<file path="config.mk">
export PLATFORM = sky130hd
export DESIGN_NAME = ahb_decoder
export DESIGN_NICKNAME = d
export VERILOG_FILES = /design/src/soc_pkg.sv /design/src/ahb_decoder.sv
export SDC_FILE = /design/constraint.sdc
export NUM_CORES = 1
export LEC_CHECK = 0
export ABC_AREA = 1
export BUFFER_PORTS_ARGS = -buffer_cell sky130_fd_sc_hd__buf_2
export CORE_ASPECT_RATIO = 2
export CORE_MARGIN = 3
export CORE_UTILIZATION = 23
export CTS_CLUSTER_DIAMETER = 80
export DETAILED_ROUTE_END_ITERATION = 8
export HOLD_SLACK_MARGIN = 0.03
export PLACE_DENSITY = 0.81
export RECOVER_POWER = 25
export SYNTH_ARGS = -nofsm -noshare
export SYNTH_HDL_FRONTEND = slang
export SYNTH_SLANG_ARGS = --single-unit
</file>
<file path="constraint.sdc">
create_clock -name clk_cpu_i -period 1.1 [get_ports clk_cpu_i]
set_input_delay 0 -clock clk_cpu_i [delete_from_list [all_inputs] [get_ports clk_cpu_i]]
set_output_delay 0 -clock clk_cpu_i [all_outputs]
set_load 0.05 [all_outputs]
</file>
<file path="src/soc_pkg.sv">
package soc_pkg;

  // Bus widths
  localparam int ADDR_W = 32;
  localparam int DATA_W = 32;
  localparam int STRB_W = DATA_W / 8;

  // ----------------------------
  // Address map
  // ----------------------------
  localparam logic [ADDR_W-1:0] SRAM_BASE   = 32'h0000_0000;
  localparam int                SRAM_AW     = 8;
  localparam logic [ADDR_W-1:0] APB_BASE    = 32'h1000_0000;
  localparam logic [ADDR_W-1:0] REGION_MASK = 32'hF000_0000;

  // PWM register offsets, duty k sits at PWM_DUTY_OFS + 4*k
  localparam logic [7:0] PWM_CTRL_OFS   = 8'h00;
  localparam logic [7:0] PWM_PERIOD_OFS = 8'h04;
  localparam logic [7:0] PWM_DUTY_OFS   = 8'h08;
  localparam int         PWM_CNT_W      = 16;
  localparam int         PWM_CH         = 4;

  typedef enum logic [1:0] {
    IDLE   = 2'b00,
    BUSY   = 2'b01,
    NONSEQ = 2'b10,
    SEQ    = 2'b11
  } htrans_e;

  typedef enum logic {
    OKAY  = 1'b0,
    ERROR = 1'b1
  } hresp_e;

  typedef enum logic [1:0] {
    APB_IDLE   = 2'b00,
    APB_SETUP  = 2'b01,
    APB_ACCESS = 2'b10
  } apb_state_e;

endpackage
</file>
<file path="src/ahb_decoder.sv">
`timescale 1ns/1ns

module ahb_decoder (
  input  logic                         clk_cpu_i,
  input  logic                         arst_n_i,
  input  soc_pkg::htrans_e             htrans_i,
  input  logic [soc_pkg::ADDR_W-1:0]   haddr_i,
  // Slave selects
  output logic                         sram_hsel_o,
  output logic                         apb_hsel_o,
  output logic                         hready_in_o,
  // SRAM response
  input  logic [soc_pkg::DATA_W-1:0]   sram_hrdata_i,
  input  logic                         sram_hreadyout_i,
  input  soc_pkg::hresp_e              sram_hresp_i,
  // APB bridge response
  input  logic [soc_pkg::DATA_W-1:0]   apb_hrdata_i,
  input  logic                         apb_hreadyout_i,
  input  soc_pkg::hresp_e              apb_hresp_i,
  // Muxed response to the master
  output logic [soc_pkg::DATA_W-1:0]   hrdata_o,
  output logic                         hready_o,
  output soc_pkg::hresp_e              hresp_o
);
  import soc_pkg::*;

  logic hit_sram;
  logic hit_apb;
  logic active;
  logic dp_sram_q;
  logic dp_apb_q;
  logic dp_def_q;
  logic def_wait_q;

  assign hit_sram    = (haddr_i & REGION_MASK) == (SRAM_BASE & REGION_MASK);
  assign hit_apb     = (haddr_i & REGION_MASK) == (APB_BASE & REGION_MASK);
  assign active      = htrans_i inside {NONSEQ, SEQ};
  assign sram_hsel_o = hit_sram;
  assign apb_hsel_o  = hit_apb;
  assign hready_in_o = hready_o;

  always_ff @(posedge clk_cpu_i or negedge arst_n_i) begin
    if (!arst_n_i) begin
      dp_sram_q  <= 1'b0;
      dp_apb_q   <= 1'b0;
      dp_def_q   <= 1'b0;
      def_wait_q <= 1'b0;
    end else begin
      if (hready_o) begin
        dp_sram_q <= active & hit_sram;
        dp_apb_q  <= active & hit_apb;
        dp_def_q  <= active & ~hit_sram & ~hit_apb;
      end
      // Error slave, first response cycle is a wait state
      def_wait_q <= hready_o & active & ~hit_sram & ~hit_apb;
    end
  end

  always_comb begin
    hrdata_o = '0;
    hready_o = 1'b1;
    hresp_o  = OKAY;
    if (dp_sram_q) begin
      hrdata_o = sram_hrdata_i;
      hready_o = sram_hreadyout_i;
      hresp_o  = sram_hresp_i;
    end else if (dp_apb_q) begin
      hrdata_o = apb_hrdata_i;
      hready_o = apb_hreadyout_i;
      hresp_o  = apb_hresp_i;
    end else if (dp_def_q) begin
      hready_o = ~def_wait_q;
      hresp_o  = ERROR;
    end
  end

endmodule

</file>
==> results of run 1 <==
[per-layer routing]
metal	vias to the layer above	wire [um]
met1	495	1018
met3	4	506
met2	89	1897
met4	0	36
met5	-	0
li1	528	-
[per-stage QoR]
stage	util	area (um2)	total power, mW
global placement	0.4844	1245	2.829
floorplan	-	668.1	2.336
CTS	0.6217	1598	3.957
finish	0.6845	1759	4.203
global route	0.6845	1759	4.348
detailed placement	0.4844	1245	2.852
[synth_stat cells, drive strengths merged]
master   n
a22o    32
nand2   12
nor2     4
dfrtp    4
nand3    8
buf      8
inv      9
a21oi    1
[state kept, by name, summed over array words and instances, names as in the netlist]
register    flops
dp_apb_q        1
dp_sram_q       1
def_wait_q      1
dp_def_q        1
[cells by family (layout without fill, tap and decap cells)]
logic type	Yosys count	after routing	synth area share
compound gates	33	33	0.4587
buf+inv	17	135	0.1811
simple gates	24	24	0.1992
flops	4	4	0.1610
[power by group]
part / switching [mW] / internal [mW]
Clock: 0.0733 / 0.233
Combinational: 2.09 / 1.54
Sequential: 0.0647 / 0.198
Total: 2.23 / 1.98
[area by class of cell]
type,count,area [um2]
Sequential cell,4,101.3
Tap cell,28,35.03
Fill cell,185,810.8
Inverter,9,33.78
Clock buffer,3,41.29
Multi-Input combinational cell,57,555.5
Timing Repair Buffer,123,992.2
[worst paths after layout]
path / from / to / cells past startpoint
max: dp_sram_q$_DFFE_PN0P_ / hrdata_o[28] / 4
min reg2reg: dp_def_q$_DFFE_PN0P_ / dp_def_q$_DFFE_PN0P_ / 2
max in group asynchronous: arst_n_i / dp_sram_q$_DFFE_PN0P_ / 2
min in group clk_cpu_i: htrans_i[1] / def_wait_q$_DFF_PN0_ / 5
min: arst_n_i / dp_apb_q$_DFFE_PN0P_ / 2
max reg2reg: dp_sram_q$_DFFE_PN0P_ / dp_sram_q$_DFFE_PN0P_ / 6
[worst register-to-register path, stage by stage (launching register included)]
cell and delay (ns):
sky130_fd_sc_hd__dfrtp_2 0.45, sky130_fd_sc_hd__buf_6 0.14, sky130_fd_sc_hd__nand2_1 0.16, sky130_fd_sc_hd__nand2_4 0.11
sky130_fd_sc_hd__buf_6 0.14, sky130_fd_sc_hd__nand2_2 0.05, sky130_fd_sc_hd__nand2_1 0.06
[what timing repair did]
item | in CTS | in global routing
setup buffers | 2 | 0
hold buffers | 1 | 0
endpoints found under the setup margin | 36 | 39
gates cloned | 0 | 2
pin swaps | 3 | 2
endpoints found under the hold margin | 4 | 0
resized for setup | 88 | 20
==> results.md, run 1 <==
Placed design:
- The placed instance count is roughly 220.
- The number of input and output port buffers inserted is approximately 110.
- Once detailed placement completed, the half-perimeter wirelength came to 2.553 mm.
- The post-placement worst setup slack is -0.1243 ns.
- The placer's final routability congestion estimate is around 0.75.

Worst setup path:
- The top fanout value on the critical path is 11.
- The type of the setup path with the least slack is flop to output port.
- At the worst endpoint, the arrival time is approximately 1.3 ns.
- Walking the worst path, the cells encountered are buf_6 > buf_8 > a22o_2 > buf_6.
- The count of buffering cells on the critical path with inverters included is 3.
- In this design, the stage delay of the slowest critical-path cell is roughly 0.45 ns.
- On the critical path the largest part of the delay comes from flip-flops.
- STA classifies the critical path startpoint as a flop.
- Setup slack on the worst reg-to-reg path comes out at -0.12 ns.
- The cell type with the highest occurrence count on the critical path is sky130_fd_sc_hd__buf_6.
- The slowest stage of the critical path is the sky130_fd_sc_hd__dfrtp_2 cell.
- The required time of the critical path is about 1.1 ns.
- The endpoint kind of the worst setup timing path is an output port.

Run status:
- The run finished, with violations left.
- The checks that failed: setup timing.

Clock network:
- In this run the number of H-tree levels came out at 1.
- The cell at the root of the clock tree is sky130_fd_sc_hd__clkbuf_8.
- After clock tree synthesis, the clock-pin slew on the worst setup and hold paths is 0.03 ns.
- In this run the deepest clock path goes through 2 buffers.
- For the worst-skew pair, the clock arrives at the later sink with an insertion delay of 0.22 ns.
- The number of buffers created by CTS is 3.
- The number of sinks handled by clock tree synthesis is 4.
- TritonCTS built the clock tree.

Timing:
- The final number of setup-violating endpoints is 39.
- Across all hold checks on the routed design, the worst slack comes to 0.1596 ns.
- Timing would allow up to 748.1 MHz.
- The count of final max-slew check failures is 0.
- The final period utilization is 1.215.
- The slew of the pin with the lowest slew margin is roughly 0.25 ns.
- Setup slack on the critical path of the routed design comes to -0.2366 ns.
- In the final timing run, aggregate negative setup slack is -7.572 ns.
- Setup repair after global routing could not meet its margin everywhere.
- Clock skew on the completed layout was measured at around 0.00049 ns.
- The time the final worst path needs with I/O delays and setup is 1.337 ns.
- The relative slew slack is 0.8355.
- The number of endpoints with negative hold slack in the final report is 0.

Route:
- The average routed wire per standard cell is between 15 and 20 um.
- For this block, the via count after detailed routing is around 1100.
- The first detailed-routing pass took 4 iterations.
- The final routed DRC violation total is 0.
- After the first detailed-routing iteration, the DRC count stood at 10.
- The detail route stage leaves a number of antenna-violating nets equal to 0.
- The total detailed-routing wirelength is 3.459 mm.
- In the routed layout, each cell is associated on average with a via count of 4.982.

Final layout:
- In the layout the commonest cells are 75 x sky130_fd_sc_hd__buf_2, 26 x sky130_fd_sc_hd__buf_6, 18 x sky130_fd_sc_hd__a22o_2, 15 x sky130_fd_sc_hd__buf_8, 11 x sky130_fd_sc_hd__a22o_4.
- The library cell used most frequently in the layout, excluding fill and tap cells, is sky130_fd_sc_hd__buf_2.
- After the flow finishes, the layout carries non-filler instances totaling between 200 and 250.
- For this run, the post-layout net count is a little over 300.
- The area overhead of the layout relative to synthesis is 182.9%.
- In the final layout, the share of cells above drive strength 1 is 0.8367.
- The count of inserted antenna diode cells is 0.

Yosys:
- A synthesized cell averages 7.972 um2.
- The post-synthesis cell type count is 15.
- The number of nets in the synthesized netlist is 182.
- The synthesized design spends more area on one cell type than any other, namely sky130_fd_sc_hd__a22o_1.
- In the synthesized netlist, the number of instances is 78.
- By area the synthesized netlist is led by sky130_fd_sc_hd__a22o_1 45%, sky130_fd_sc_hd__dfrtp_1 16%, sky130_fd_sc_hd__buf_8 7.2%.
- The cell area that synthesis handed to floorplanning was 621.8 um2.
- In this run, synthesis produced a sequential element count of 4.
- For this run, the number of Yosys warnings is 0.
- For this run, the register share of the synthesized area comes to 0.1610.
- The share of the synthesized area in the top cell type is 0.4507.

Floorplan:
- The placement row count is 26.
- The area inside the core boundary is around 2600 um2.
- For this configuration, the core starts out at a cell density of 0.2420.
- The die is slightly below 80 um tall.
- The total I/O pin count is about 140.
- The die is ~43 um wide.
- The die covers between 3000 and 4000 um2.

Global route:
- The via count of the first global-routing pass is 1100.
- The met1 capacity usage during global routing is 0.1599.
- After global routing the overflow that remains totals 0.
- In the global route stage, met2 resource usage came out at 0.3539.
- The number of antenna violations at the first check in global routing is 0.
- The pin count of the biggest net entering global routing is 24.
- The first global-routing pass estimated between 4 and 5 mm of wire.
- After global routing, the most crowded layer is met2.
- For this run, global-route usage on met3 was measured as 0.05869.
- The overall routing resource usage is 0.1774.

Power and ir drop:
- In this run the power density over the cells is 2389 nW/um2.
- Summed over all cells, the static leakage comes to approximately 0.99 nW.
- The worst-case vdd ir drop is 1772 uV.

Flow run:
- The number of maximum-capacitance constraint violations is 0.

Worst hold path:
- The worst hold path class is input pin to asynchronous set/reset pin.
Power figures use the tool's default switching activity.
==> run 2, diff against run 1 <==
--- a/config.mk
+++ b/config.mk
@@ -7,13 +7,12 @@
 export LEC_CHECK = 0
 export ABC_AREA = 1
 export BUFFER_PORTS_ARGS = -buffer_cell sky130_fd_sc_hd__buf_2
-export CORE_ASPECT_RATIO = 2
-export CORE_MARGIN = 3
-export CORE_UTILIZATION = 23
+export CORE_AREA = 2 2 55 57
 export CTS_CLUSTER_DIAMETER = 80
 export DETAILED_ROUTE_END_ITERATION = 8
+export DIE_AREA = 0 0 57 59
 export HOLD_SLACK_MARGIN = 0.03
-export PLACE_DENSITY = 0.81
+export PLACE_DENSITY = 0.79
 export RECOVER_POWER = 25
 export SYNTH_ARGS = -nofsm -noshare
 export SYNTH_HDL_FRONTEND = slang
==> results.md, run 2 (synthesis results as in run 1) <==
Floorplan:
- The die is between 50 and 60 um wide.
- The y dimension of the die is around 59 um.
- In this run the core area contains 19 standard-cell rows.
- The total I/O pin count is ~140.
- The floorplan die area is 3363 um2.
- The initial core utilization is 0.2295.
- The region available for standard cell placement spans between 2000 and 3000 um2.

Timing:
- The final number of setup-violating endpoints is 39.
- The achievable clock frequency is approximately 730 MHz.
- The worst pin sits at a relative slew slack of 0.8340.
- Summed over all failing endpoints, the final setup total negative slack is -8.754 ns.
- The smallest clock period supported by the final layout is computed as 1.366 ns.
- The setup slack of the critical path after layout is -0.2656 ns.
- The number of endpoints with negative hold slack in the final report is 0.
- Between clock sinks in the finished design, the worst skew comes to 0.001474 ns.
- In the finished design, the share of the clock period the worst path needs comes to 1.241.
- The worst hold margin is 0.1210 ns.
- The count of final max-slew check failures was 0.
- The slew of the pin with the lowest slew margin is roughly 0.25 ns.
- Setup repair after global routing could not meet its margin everywhere.

Power and ir drop:
- VDD sags by at most 2410 uV.
- The ratio of total power to cell area is ~2400 nW/um2.
- The total leakage power is around 0.90 nW.

Worst setup path:
- STA puts the critical path data arrival time at roughly 1.4 ns.
- Setup slack on the worst reg-to-reg path comes out at -0.09 ns.
- The launching element type of the critical path is a flop.
- Of all nets on the critical path, the largest fanout is 14.
- Measured in cells, the most critical reg-to-reg path has a length of 8.
- The worst register-to-register path begins at dp_apb_q$_DFFE_PN0P_.
- The endpoint kind of the worst setup timing path is an output port.
- The type of the setup path with the least slack is flop to output port.
- The worst register-to-register path ends at dp_def_q$_DFFE_PN0P_.
- Data on the critical path is required at its endpoint by 1.10 ns.

Global route:
- The first global-routing pass estimated 4.761 mm of wire.
- The pin count of the biggest net entering global routing is 21.
- The via count of the first global-routing pass is 1128.
- The total grt overflow is 0.
- The number of antenna violations at the first check in global routing is 0.
- In the global route stage, overall resource usage came out at 0.1814.

Final layout:
- The library cell used most frequently in the layout, excluding fill and tap cells, is sky130_fd_sc_hd__buf_2.
- The area overhead of the layout relative to synthesis is 152.1%.
- In the final layout, the share of cells above drive strength 1 is 0.8402.
- The repair_antennas step left the layout with diodes totalling 0.
- The final net count is 300.
- The library cells used most frequently in the layout, excluding fill and tap cells, are 75 x sky130_fd_sc_hd__buf_2, 25 x sky130_fd_sc_hd__a22o_2, 23 x sky130_fd_sc_hd__buf_4, 11 x sky130_fd_sc_hd__buf_6.

Placed design:
- The placer's final routability congestion estimate is roughly 0.73.
- The half-perimeter wire length of the detailed placement result is around 2.4 mm.
- Port buffering added approximately 110 buffers.
- The post-placement worst setup slack is -0.1050 ns.

Route:
- The total iterations of the first detailed-routing run is 3.
- Using the TritonRoute via totals, the vias-per-cell ratio works out to approximately 4.8.
- In the final routed layout, each cell accounts on average for about 14 um.
- The first routing iteration left 39 violations.
- The count of nets left with antenna violations once routing finished came out at 0.
- The via count is ~1100.
- The total detailed-routing wirelength is 3.088 mm.
- The final routed DRC violation total is 0.

Worst hold path:
- The worst hold path class is input pin to asynchronous set/reset pin.

Clock network:
- The clock-pin transition on the worst setup and hold timing paths is about 0.030 ns.
- The clock tree buffer depth is 2.
- The worst-skew pair later-pin latency is around 0.24 ns.
- The number of sinks handled by clock tree synthesis is 4.
- In this run, CTS created clock tree buffers numbering 3.
- The level count of the clock H-tree is 1.
- The cell at the root of the clock tree is sky130_fd_sc_hd__clkbuf_4.
- TritonCTS built the clock tree.

Run status:
- The final reports fail on setup timing.
- The run finished, with violations left.

Flow run:
- The number of maximum-capacitance constraint violations is 0.
[run 2: worst max path at each step]
stage / from / end / cells past startpoint
global route: dp_sram_q$_DFFE_PN0P_ / hrdata_o[17] / 3
global placement: dp_sram_q$_DFFE_PN0P_ / hrdata_o[29] / 4
finish: dp_sram_q$_DFFE_PN0P_ / hrdata_o[29] / 4
CTS: dp_sram_q$_DFFE_PN0P_ / hrdata_o[29] / 4
detailed placement: dp_sram_q$_DFFE_PN0P_ / hrdata_o[29] / 4
floorplan: dp_sram_q$_DFFE_PN0P_ / hrdata_o[0] / 3
[run 2: power breakdown]
part           total, mW  internal [mW]  leakage, nW  switching (mW)
combinational       3.36           1.34        0.840            2.02
sequential         0.263          0.198       0.0504          0.0651
clock              0.184          0.122       0.0138          0.0618
[run 2: metrics by stage]
stage,power (mW),std cells,area [um2],utilization
global placement,2.876,219,1274,0.4700
finish,3.805,225,1568,0.5785
global route,3.963,225,1568,0.5785
detailed placement,2.902,219,1274,0.4700
CTS,3.694,224,1520,0.5609
floorplan,2.336,78,668.1,-
[run 2: worst max-delay path: stages (launching register included)]
cell                      delay [ns]
sky130_fd_sc_hd__dfrtp_2        0.44
sky130_fd_sc_hd__buf_6          0.14
sky130_fd_sc_hd__buf_12         0.14
sky130_fd_sc_hd__a22o_4         0.26
sky130_fd_sc_hd__buf_8          0.15
[run 2: cell type report]
class,instances,area [um2]
inverters,9,33.78
fillers,251,1142
flip-flops and latches,4,101.3
well taps,31,38.79
multi-input cells,57,520.5
clock buffers,3,22.52
repair buffers,121,850.8
[run 2: repair_timing]
action / in CTS / in global routing
buffers inserted: 1 / 1
hold buffers: 1 / 0
gates resized for setup: 65 / 9
hold endpoints to repair: 4 / 0
setup endpoints to repair: 37 / 39
pin swaps: 3 / 1
[run 2: metal layers]
metal,global-route usage,wire (um),vias to the layer above
li1,-,-,528
met1,0.1662,946,466
met2,0.3875,1707,84
met3,0.03712,394,5
met4,0.05980,41,0
met5,0,0,-
==> run 3, diff against run 2 <==
--- a/config.mk
+++ b/config.mk
@@ -6,7 +6,7 @@
 export NUM_CORES = 1
 export LEC_CHECK = 0
 export ABC_AREA = 1
-export BUFFER_PORTS_ARGS = -buffer_cell sky130_fd_sc_hd__buf_2
+export BUFFER_PORTS_ARGS = -buffer_cell sky130_fd_sc_hd__buf_4
 export CORE_AREA = 2 2 55 57
 export CTS_CLUSTER_DIAMETER = 80
 export DETAILED_ROUTE_END_ITERATION = 8
==> results.md, run 3 (synthesis results as in run 1) <==
Clock network:
- The clock passes through at most 2 buffers.
- The number of buffers created by CTS is 3.
- The CTS tree is yes.
- The number of setup buffers added after CTS is 0.
- CTS built an H-tree with a depth of 1.
- The later pin in the worst-skew pair is clocked with a latency of about 0.24 ns.
- The cell at the root of the clock tree is sky130_fd_sc_hd__clkbuf_4.
- Clock-pin slew was measured on the worst setup and hold paths at about 0.040 ns.
- The number of sinks handled by clock tree synthesis is 4.

Final layout:
- The summed area of non-filler cells in the final layout is roughly 1700 um2.
- After the flow finishes, the layout carries non-filler instances totaling approximately 220.
- The repair_antennas step left the layout with diodes totalling 0.
- The top cell types in the final layout, fill and taps aside, are 76 x sky130_fd_sc_hd__buf_4, 34 x sky130_fd_sc_hd__buf_6, 27 x sky130_fd_sc_hd__a22o_2, 9 x sky130_fd_sc_hd__nand2_1, 8 x sky130_fd_sc_hd__inv_1.
- Relative to the synthesized area, the layout overhead comes to 177.3%.
- The final net count is 296.
- The layout cell share with drive strength beyond 1 is 0.8158.
- The library cell used most frequently in the layout, excluding fill and tap cells, is sky130_fd_sc_hd__buf_4.
- At the end of the flow the core is filled with cells to 0.6362.

Floorplan:
- The floorplan has 19 rows.
- In this run the vertical extent of the chip is around 59 um.
- The total I/O pin count is between 100 and 150.
- The initial core utilization is 0.2295.
- The area inside the core boundary is 2710 um2.
- The width of the chip is ~57 um.
- The die covers ~3400 um2.

Global route:
- In the global route stage, overall resource usage came out at 0.1781.
- The via count of the first global-routing pass is 1074.
- Entering global routing, the biggest net connects 21 pins.
- The number of antenna violations at the first check in global routing is 0.
- The total grt overflow is 0.
- The first global-routing pass estimated 4.602 mm of wire.

Placed design:
- The half-perimeter wire length of the detailed placement result is 2.569 mm.
- Input and output buffers added on the ports amount to roughly 110.
- The placer's final routability congestion estimate is approximately 0.82.
- Counting tap cells, the placed design contains a total of 217 instances.
- The post-placement worst setup slack is -0.08426 ns.
- The area of placed instances is 1524 um2.

Worst setup path:
- The cell class contributing the biggest share of worst-path delay is flip-flops.
- The number of buffers and inverters on the critical path is 2.
- The type of the setup path with the least slack is flop to output port.
- The maximum single-stage delay on the critical path is about 0.46 ns.
- The slowest stage of the critical path belongs to the cell sky130_fd_sc_hd__dfrtp_2.
- The terminus of the critical flop-to-flop path is dp_def_q$_DFFE_PN0P_.
- Data on the critical path arrives at its endpoint at between 1 and 1.5 ns.
- The worst register-to-register path begins at dp_sram_q$_DFFE_PN0P_.
- The critical path runs through a total of 4 cells.
- Walking the worst path, the cells encountered are nor2_8 > buf_12 > a22o_2 > buf_6.
- The worst-case register-to-register setup slack is 0.03 ns.
- The endpoint kind of the worst setup timing path is an output port.
- The worst setup path is launched from a flop.
- Data on the critical path is required at its endpoint by around 1.1 ns.
- For the worst flop-to-flop path, the logic depth is 5.
- Of all nets on the critical path, the largest fanout is 20.

Timing:
- The count of final max-slew check failures is 0.
- The setup slack of the critical path after layout is -0.2324 ns.
- The number of endpoints with negative hold slack in the final report came to 0.
- The smallest clock period supported by the final layout is computed as approximately 1.3 ns.
- The final period utilization is 1.211.
- The slew of the pin with the lowest slew margin is between 0.2 and 0.25 ns.
- In this run the tightest slew margin relative to its limit is 0.8593.
- Setup repair after global routing could not meet its margin everywhere.
- Between clock sinks in the finished design, the worst skew comes to 0.006603 ns.
- Setup violations remaining at the end of the flow were counted as 35.
- Derived from the worst setup path, the maximum achievable clock frequency is around 750 MHz.

Worst hold path:
- The tightest min-delay check is of the input pin to flop type.
- The hold path endpoint is dp_sram_q$_DFFE_PN0P_.
- The instance count along the most critical hold path is 4.
- The worst hold path begins at sram_hreadyout_i.

Route:
- The average routed wire per standard cell is 14.46 um.
- In this run, the number of DRC markers left after iteration 0 of detailed routing was 28.
- The via count is ~1100.
- Using the TritonRoute via totals, the vias-per-cell ratio works out to 4.964.
- The total detailed-routing wirelength is roughly 3.2 mm.
- For this run, design rule violations remaining after detail routing come to 0.
- Once detail routing completed, the nets flagged for antenna violations numbered 0.
- The pre-antenna-repair detailed-routing pass consisted of 4 iterations.

Run status:
- The run finished, with violations left.
- The checks that failed: setup timing.

Power and ir drop:
- The worst-case vdd ir drop is 1650 uV.
- The analysis attributes to cell leakage a power of 0.9399 nW.
- In this run the power density over the cells is around 2200 nW/um2.

Flow run:
- The number of maximum-capacitance constraint violations is 0.
## run 3: changes by cell type in the layout (fill, tap and decap cells not counted), sizes merged
cell  before  now
buf      119  115
## run 3: power breakdown
group	internal (mW)	switching (mW)	total, mW	leakage [nW]
clock	0.122	0.0670	0.189	0.0138
sequential	0.198	0.0566	0.254	0.0504
combinational	1.32	1.96	3.28	0.876
total	1.64	2.08	3.72	0.940
## run 3: worst max path at each step
stage / end / start / slack [ns]
CTS: hrdata_o[15] / dp_apb_q$_DFFE_PN0P_ / -0.24
floorplan: hrdata_o[0] / dp_sram_q$_DFFE_PN0P_ / 0.004
detailed placement: hready_in_o / dp_sram_q$_DFFE_PN0P_ / -0.08
global route: hrdata_o[3] / dp_sram_q$_DFFE_PN0P_ / -0.28
global placement: hready_o / dp_sram_q$_DFFE_PN0P_ / -0.04
finish: hrdata_o[6] / dp_sram_q$_DFFE_PN0P_ / -0.23
## run 3: cell type report
class / count / area (um2)
clock buffer: 3 / 22.52
fill: 213 / 985.9
inverter: 9 / 33.78
multi-input combinational: 57 / 475.5
sequential: 4 / 101.3
tap: 31 / 38.79
timing repair buffer: 117 / 1052
## run 3: tightest hold or removal path: stages
cell	delay, ns
sky130_fd_sc_hd__buf_4	0.08
sky130_fd_sc_hd__nand2_2	0.08
sky130_fd_sc_hd__nand2_1	0.07
sky130_fd_sc_hd__nand2_1	0.06
## run 3: routing by layer
layer | up-vias | part of all wire | wire [um] | GRT usage
met1 | 490 | 0.31 | 1003 | 0.1484
met3 | 4 | 0.13 | 431 | 0.06769
met5 | - | 0 | 0 | 0
li1 | 516 | - | - | -
met2 | 87 | 0.54 | 1735 | 0.3744
met4 | 0 | 0.0078 | 25 | 0.05980
## run 3: timing repair
action / CTS / global route
hold buffers: 1 / 0
gates resized for setup: 40 / 5
endpoints found under the hold margin: 4 / 0
endpoints found under the setup margin: 39 / 37
## run 3: through the flow
step / TNS [ns] / hold WS [ns] / power, mW
global placement: -0.1582 / -0.2043 / 3.104
floorplan: 0 / -0.2956 / 2.336
CTS: -7.599 / 0.08343 / 3.696
detailed placement: -0.7015 / -0.2001 / 3.144
global route: -8.993 / 0.09983 / 3.875
finish: -7.343 / 0.09755 / 3.724
